[src/verilog/asg_cfg.svh]
`ifndef ASG_CFG_SVH
`define ASG_CFG_SVH

// table address width, pointer magnitude
`define ASG_CWM 10

// pointer fraction width
`define ASG_CWF 16

// full fixed point pointer width
`define ASG_PW (`ASG_CWM + `ASG_CWF)

// signed sample width toward the DAC
`define ASG_DW 14

// output sample queue depth
`define ASG_QDEPTH 4

// credits held by the sender after reset
`define ASG_CREDITS 3

`endif

[src/verilog/asg_pkg.sv]
`include "asg_cfg.svh"

package asg_pkg;

  // register index in addr[3:0]
  localparam logic [3:0] ASG_REG_SIZE = 4'd0;
  localparam logic [3:0] ASG_REG_STEP = 4'd1;
  localparam logic [3:0] ASG_REG_OFFS = 4'd2;
  // bit 0 bena, bit 1 binf, bit 2 clr
  localparam logic [3:0] ASG_REG_BCTL = 4'd3;
  localparam logic [3:0] ASG_REG_BCYC = 4'd4;
  localparam logic [3:0] ASG_REG_BDLY = 4'd5;
  localparam logic [3:0] ASG_REG_BNUM = 4'd6;

  // cpu bus, addr[15] picks the table
  typedef struct packed {
    logic        ena;
    logic        wen;
    logic [15:0] addr;
    logic [31:0] wdata;
  } asg_bus_req_t;

  typedef struct packed {
    logic        rvld;
    logic [31:0] rdata;
  } asg_bus_rsp_t;

  // channel configuration
  typedef struct packed {
    logic [`ASG_PW-1:0] size;
    logic [`ASG_PW-1:0] step;
    logic [`ASG_PW-1:0] offs;
    logic               bena;
    logic               binf;
    logic [15:0]        bcyc;
    logic [31:0]        bdly;
    logic [15:0]        bnum;
    // one cycle software clear
    logic               clr;
  } asg_cfg_t;

  // table port from the decoder
  typedef struct packed {
    logic                      ena;
    logic                      wen;
    logic [`ASG_CWM-1:0]       addr;
    logic signed [`ASG_DW-1:0] wdata;
  } asg_tbl_req_t;

  typedef enum logic [1:0] {
    STS_IDLE  = 2'd0,
    STS_DATA  = 2'd1,
    STS_DELAY = 2'd2
  } asg_sts_t;

  // sample stream, also the DAC port
  typedef struct packed {
    logic                      vld;
    logic signed [`ASG_DW-1:0] dat;
  } asg_smp_t;

endpackage

[src/verilog/asg_credit_tx.sv]
`timescale 1ns/1ps

`include "asg_cfg.svh"

module asg_credit_tx import asg_pkg::*; (
  input  logic     clk,
  input  logic     ctl_rst,
  input  asg_smp_t smp,
  output logic     adv,
  output asg_smp_t dac,
  input  logic     dac_credit
);

  localparam int unsigned QAW = $clog2(`ASG_QDEPTH);
  localparam int unsigned CW  = $clog2(`ASG_CREDITS + 1);

  //////////////////////////////////////////////////////////////////////
  // sample queue
  //////////////////////////////////////////////////////////////////////

  logic signed [`ASG_DW-1:0] q_mem [0:`ASG_QDEPTH-1];
  logic [QAW-1:0]            wr_ptr;
  logic [QAW-1:0]            rd_ptr;
  logic [QAW:0]              q_cnt;
  logic [QAW:0]              q_free;
  logic [QAW:0]              fly;
  logic [CW-1:0]             crd_cnt;
  logic                      adv_q;
  logic                      pop;

  // head leaves when there is a sample and a credit
  assign pop = (q_cnt != '0) & (crd_cnt != '0);

  always_ff @(posedge clk) begin
    if (smp.vld) begin
      q_mem[wr_ptr] <= smp.dat;
    end
  end

  always_ff @(posedge clk) begin
    if (ctl_rst) begin
      wr_ptr <= '0;
      rd_ptr <= '0;
      q_cnt  <= '0;
    end else begin
      if (smp.vld) begin
        wr_ptr <= (wr_ptr == QAW'(`ASG_QDEPTH - 1)) ? '0 : wr_ptr + 1'b1;
      end
      if (pop) begin
        rd_ptr <= (rd_ptr == QAW'(`ASG_QDEPTH - 1)) ? '0 : rd_ptr + 1'b1;
      end
      case ({smp.vld, pop})
        2'b10:   q_cnt <= q_cnt + 1'b1;
        2'b01:   q_cnt <= q_cnt - 1'b1;
        default: q_cnt <= q_cnt;
      endcase
    end
  end

  assign dac.vld = pop;
  assign dac.dat = q_mem[rd_ptr];

  //////////////////////////////////////////////////////////////////////
  // credits and advance permission
  //////////////////////////////////////////////////////////////////////

  // send and return together cancel out
  always_ff @(posedge clk) begin
    if (ctl_rst) begin
      crd_cnt <= CW'(`ASG_CREDITS);
    end else begin
      case ({pop, dac_credit})
        2'b10: crd_cnt <= crd_cnt - 1'b1;
        2'b01: begin
          if (crd_cnt != CW'(`ASG_CREDITS)) begin
            crd_cnt <= crd_cnt + 1'b1;
          end
        end
        default: crd_cnt <= crd_cnt;
      endcase
    end
  end

  // last adv may have launched a read into the address stage
  always_ff @(posedge clk) begin
    if (ctl_rst) begin
      adv_q <= 1'b0;
    end else begin
      adv_q <= adv;
    end
  end

  // in flight: address stage bound plus the data stage
  assign fly    = (QAW+1)'(adv_q) + (QAW+1)'(smp.vld);
  assign q_free = (QAW+1)'(`ASG_QDEPTH) - q_cnt;
  assign adv    = q_free > (fly + 1'b1);

endmodule

[config.mk]
export PLATFORM = sky130hd
export DESIGN_NAME = asg_credit_tx
export DESIGN_NICKNAME = d
export VERILOG_FILES = /design/src/verilog/asg_pkg.sv /design/src/verilog/asg_credit_tx.sv
export VERILOG_INCLUDE_DIRS = /design/src /design/src/verilog
export SDC_FILE = /design/constraint.sdc
export NUM_CORES = 1
export LEC_CHECK = 0
export ABC_AREA = 1
export BUFFER_PORTS_ARGS = -buffer_cell sky130_fd_sc_hd__buf_2
export CORE_ASPECT_RATIO = 1.25
export CORE_MARGIN = 4
export CORE_UTILIZATION = 35
export DETAILED_ROUTE_END_ITERATION = 10
export SETUP_SLACK_MARGIN = 0.2
export SLEW_MARGIN = 0
export SYNTH_ARGS = -nofsm -noshare
export SYNTH_HDL_FRONTEND = slang
export SYNTH_SLANG_ARGS = --single-unit
[constraint.sdc]
create_clock -name clk -period 2.8 [get_ports clk]
set_input_delay 0.14 -clock clk [delete_from_list [all_inputs] [get_ports clk]]
set_output_delay 0.14 -clock clk [all_outputs]
set_load 0.1 [all_outputs]
======== Yosys cells after proc, flatten, opt, wreduce, memory -nomap -nowiden ========
Memory sizes are Yosys's and may differ from the RTL's. A register that Yosys moved wholly into a read port is not among the register bits.
Index checks and enable logic that the tools add are counted.
Widths: inputs -> output; s select.
storage, ports and cells
  bits in registers ....................... 10
  memory bits (writable) .................. 56
  input port bits ......................... 18
  output and inout port bits .............. 16
  word-level logic and storage cells ...... 39
  memories kept ........................... 1
memory list
  memory  words  bits a word  read ports  clocked after memory_dff  wr ports  RTL line             RTL
  q_mem   4      14           1           1                         1         asg_credit_tx.sv:21  logic signed [`ASG_DW-1:0] q_mem [0:`ASG_QDEPTH-1];
cells by class
  add/sub/neg operators ................... 9
  order comparisons ....................... 1
  eq/ne operators ......................... 8
  muxes and demuxes ....................... 9
  bitwise logic cells ..................... 1
  reductions and logical operators ........ 5
operators by type and width
  cell                 number
  $mux 2               5
  $eq 2x2->1 const B   4
  $add 2x1->2 const B  3
  $pmux 3 s2           1
  $reduce_bool 2->1    3
  $eq 2x1->1 const B   2
  $ne 2x2->1 const B   2
  $pmux 2 s2           1
  $add 2x1->3 const B  1
  $add 3x1->3 const B  1
  $gt 3x3->1           1
  $reduce_bool 3->1    1
  $sub 3x1->3 const B  1
  $sub 3x3->3 const A  1
  $add 1x1->2          1
  $mux 1               2
  $reduce_and 2->1     1
  $sub 2x1->2 const B  1
  $and 1x1->1          1

======== Depth between registers and ports, before layout ========
  depth in word-level cells ............... 5
  mapped depth ............................ 15
  depth with buffers taken out ............ 15

======== Worst setup path before layout ========
OpenSTA, ideal clock, no wires.
  kind .................................... register to output
  start ................................... register with a tool-made name
  end ..................................... output port dac[1] (netlist name)
  arrival ................................. 2.122 ns
  required time ........................... 2.660 ns
  slack ................................... 0.538 ns
  stages on the path, launching flop included .. 5
  buffers on the path ..................... 2
  cell sequence ........................... dfxtp_1 -> buf_6 -> buf_6 -> nor2_1 -> o22ai_1
RTL lines
  what       RTL line             RTL
  to (decl)  asg_credit_tx.sv:10  output asg_smp_t dac,

======== Final worst setup path ========
  start ................................... register q_cnt[0]
  end ..................................... output port adv
between the ends
  word-level cells in the longest chain between the ends .. 2
RTL lines
  what                    RTL line             RTL
  from (decl)             asg_credit_tx.sv:24  logic [QAW:0] q_cnt;
  from (signal assigned)  asg_credit_tx.sv:53  2'b10: q_cnt <= q_cnt + 1'b1;
  from (signal assigned)  asg_credit_tx.sv:54  2'b01: q_cnt <= q_cnt - 1'b1;
  from (signal assigned)  asg_credit_tx.sv:55  default: q_cnt <= q_cnt;
  $sub 3x3->3             asg_credit_tx.sv:95  assign q_free = (QAW+1)'(`ASG_QDEPTH) - q_cnt;
  $gt 3x3->1              asg_credit_tx.sv:96  assign adv = q_free > (fly + 1'b1);
  to (decl)               asg_credit_tx.sv:9   output logic adv,
Every way passes these cells.

==> impl_metrics.py <==
metrics = {
    "clock_network": {
        "cts_resized": 0,
        "clock_latency_ps": 340,
        "cts_tree": "done",
        "cts.clk_slew.worst_paths_ps": 80,
        "cts_max_path_buffers": 2,
        "htree_levels": 3,
        "hold_buffers": 4,
        "cts_root_buffer": "clkbuf_8",
        "cts_buffers": 9,
        "cts_sinks": 68,
        "postCtsSetupBuffers": 0,
    },
    "critical_path": {
        "crit_type": "flop to output pin",
        "cp.arrival_ps": 2020,
        "cp_max_fo": 5,
        "path_cells": "inv_1, ha_1, ha_1, inv_1, nor2_1, o21ai_0, nand2_1, buf_2",
        "ff2ff_setup_slack_ps": 670,
        "critPathLaunchType": "flop",
        "r2r_start": "q_cnt[0]$_SDFFE_PP0P_",
        "slowest_delay_ps": 410,
        "r2r_cells": 15,
        "critPathSlowestCell": "buf_2",
        "regToRegEndpoint": "q_cnt[2]$_SDFFE_PP0P_",
        "worst_ep_required_time_ps": 2660,
        "path_buf_inv": 3,
        "cpLargestDelayFamily": "adder cells",
        "critPathCaptureType": "output pin",
    },
    "logic_synthesis": {
        "syn_area_um2": 2810,
        "yosysTopAreaCell": "edfxtp_1",
        "synthTopCellsByArea": "edfxtp_1, dfxtp_1, nor2_1, ha_1, o21ai_0",
        "ys_seq_area_frac": 0.683,
        "synthFlopType": "edfxtp_1",
        "yosys.area.top_type_share": 0.598,
        "netlist_instances": 230,
        "yosys_warnings": 0,
        "synth_seq_cells": 68,
        "synth_fp_nets": 260,
        "avgSynthCellArea_um2": 12.2,
        "synthArstFlopShare": 0,
        "synth_edf_count": 56,
        "yosysUniqueCellTypes": 22,
    },
    "finish": {
        "diodes": 0,
        "areaGrowthSynthToFinish_pct": 16.8,
        "drive_gt1_frac": 0.213,
        "nets": 302,
        "finalNonFillerCells": 372,
    },
    "grt": {
        "antenna_found_initial": 0,
        "grt_pass1_wl_um": 8270,
        "grt_max_degree": 29,
        "overflow": 0,
        "grt_use_total": 0.117,
        "grt_pass1_vias": 1800,
    },
    "sta": {
        "setup_tns_ps": 0,
        "fmax_mhz": 463,
        "setup_violations": 0,
        "worstMarginPinSlew_ps": 682,
        "finalClockSkew_ps": 10.5,
        "final_max_slew_viol_count": 0,
        "max-slew-margin-rel": 0.545,
        "post-route-period-util": 0.771,
        "rsz0062_at_grt": "no",
        "hold_violations": 0,
        "fin_crit_ps": 2160,
    },
    "die": {
        "die-area_um2": 9550,
        "top_level_ports": 34,
        "rows": 36,
        "start_util": 0.359,
        "fp.coreArea_um2": 7840,
        "die_h_um": 108,
        "die_w_um": 88.2,
    },
    "route": {
        "vias": 1760,
        "viasPerCell": 4.73,
        "drtPass1Iterations": 4,
        "drc_errors": 0,
        "drtIter0Drc": 73,
        "ant_nets": 0,
        "wl_per_cell_um": 13.8,
        "totalWireLength_um": 5130,
    },
    "min_path": {
        "min_path_cells": 1,
        "hold_class": "input port to flop",
        "hold_path_end": "q_mem[3][8]$_DFFE_PP_",
        "hold_start": "smp[8]",
    },
    "outcome": {
        "status": "completed",
    },
    "placement": {
        "io_buffers": 33,
        "placedCellCount": 352,
        "gp_congestion": 0.795,
        "hpwlAfterDp_um": 3360,
    },
    "flow_run": {
        "drv_cap": 0,
    },
}
cell type report:
type                       count  area, µm²
multi-input combinational    129        717
timing repair buffer          39        220
clock buffer                   9        124
tap                           95        119
sequential                    68       1920
inverter                      25       93.8
clock inverter                 7       91.3
fill                         746       4550
stage by stage:
step	worst slack (ps)	utilization	instance area (µm²)	hold slack, ps
after floorplan	538	-	2810	209
after global placement	734	0.387	3030	333
after detailed placement	678	0.387	3030	335
after CTS	594	0.419	3290	1.71
after global routing	479	0.419	3290	5.59
final	640	0.419	3290	21.2
logic make-up (layout without fill, tap and decap cells):
logic type      count (synthesis)  count (layout)  synth area share
compound gates                 54              54             0.104
flops                          68              68             0.683
buf+inv                        33              80            0.0622
simple gates                   63              63            0.0952
fa+ha+maj                      12              12            0.0560
cells in the mapped netlist (3+ instances only):
| cell type | number |
|---|---|
| inv_1 | 20 |
| buf_6 | 3 |
| o22ai_1 | 14 |
| inv_2 | 5 |
| o21ai_1 | 7 |
| ha_1 | 11 |
| edfxtp_1 | 56 |
| a21oi_1 | 6 |
| buf_4 | 3 |
| nand3_1 | 6 |
| nand2_1 | 14 |
| nor2_1 | 37 |
| o21ai_0 | 26 |
| dfxtp_1 | 12 |
worst max path at each step:
stage / from / to / slack (ps) / depth (start not counted)
floorplan: flop / dac[1] / 540 / 4
global placement: q_cnt[0]$_SDFFE_PP0P_ / q_cnt[2]$_SDFFE_PP0P_ / 730 / 15
detailed placement: q_cnt[0]$_SDFFE_PP0P_ / q_cnt[2]$_SDFFE_PP0P_ / 680 / 15
CTS: q_cnt[0]$_SDFFE_PP0P_ / adv / 590 / 8
global route: q_cnt[0]$_SDFFE_PP0P_ / adv / 480 / 8
finish: q_cnt[0]$_SDFFE_PP0P_ / adv / 640 / 8
per-layer routing:
layer,part of all wire,track usage,vias to the layer above
li1,-,-,893
met1,0.42,0.126,833
met2,0.51,0.199,29
met3,0.051,0.0366,5
met4,0.014,0.0680,0
met5,0,0,-
flip-flops by register name (all words and copies together), names as in the netlist, named ones only:
| signal | count |
|---|---|
| wr_ptr | 2 |
| crd_cnt | 2 |
| q_cnt | 3 |
| q_mem | 56 |
| rd_ptr | 2 |
| adv_q | 1 |
placed cells by master, fill, tap and decap left out:
cell,netlist,layout
clkinvlp_4,0,3
o21ai_1,7,7
fa_1,1,1
o22ai_1,14,14
ha_1,11,11
nor3_1,1,1
edfxtp_1,56,56
inv_1,20,20
o21ai_2,1,1
nand2_4,2,2
clkinv_2,0,1
bufinv_16,0,2
dlygate4sd3_1,0,4
nor2_1,37,37
nand4_1,2,2
dfxtp_1,12,12
a21oi_1,6,6
clkinv_1,0,1
buf_4,3,2
nand3_1,6,6
o21ai_0,26,26
buf_2,0,33
inv_2,5,5
nand2_2,1,1
nand2_1,14,14
clkbuf_8,0,9
Power is not shown: default switching activity piles up to over one toggle a cycle in this logic, so the estimate is an artifact.
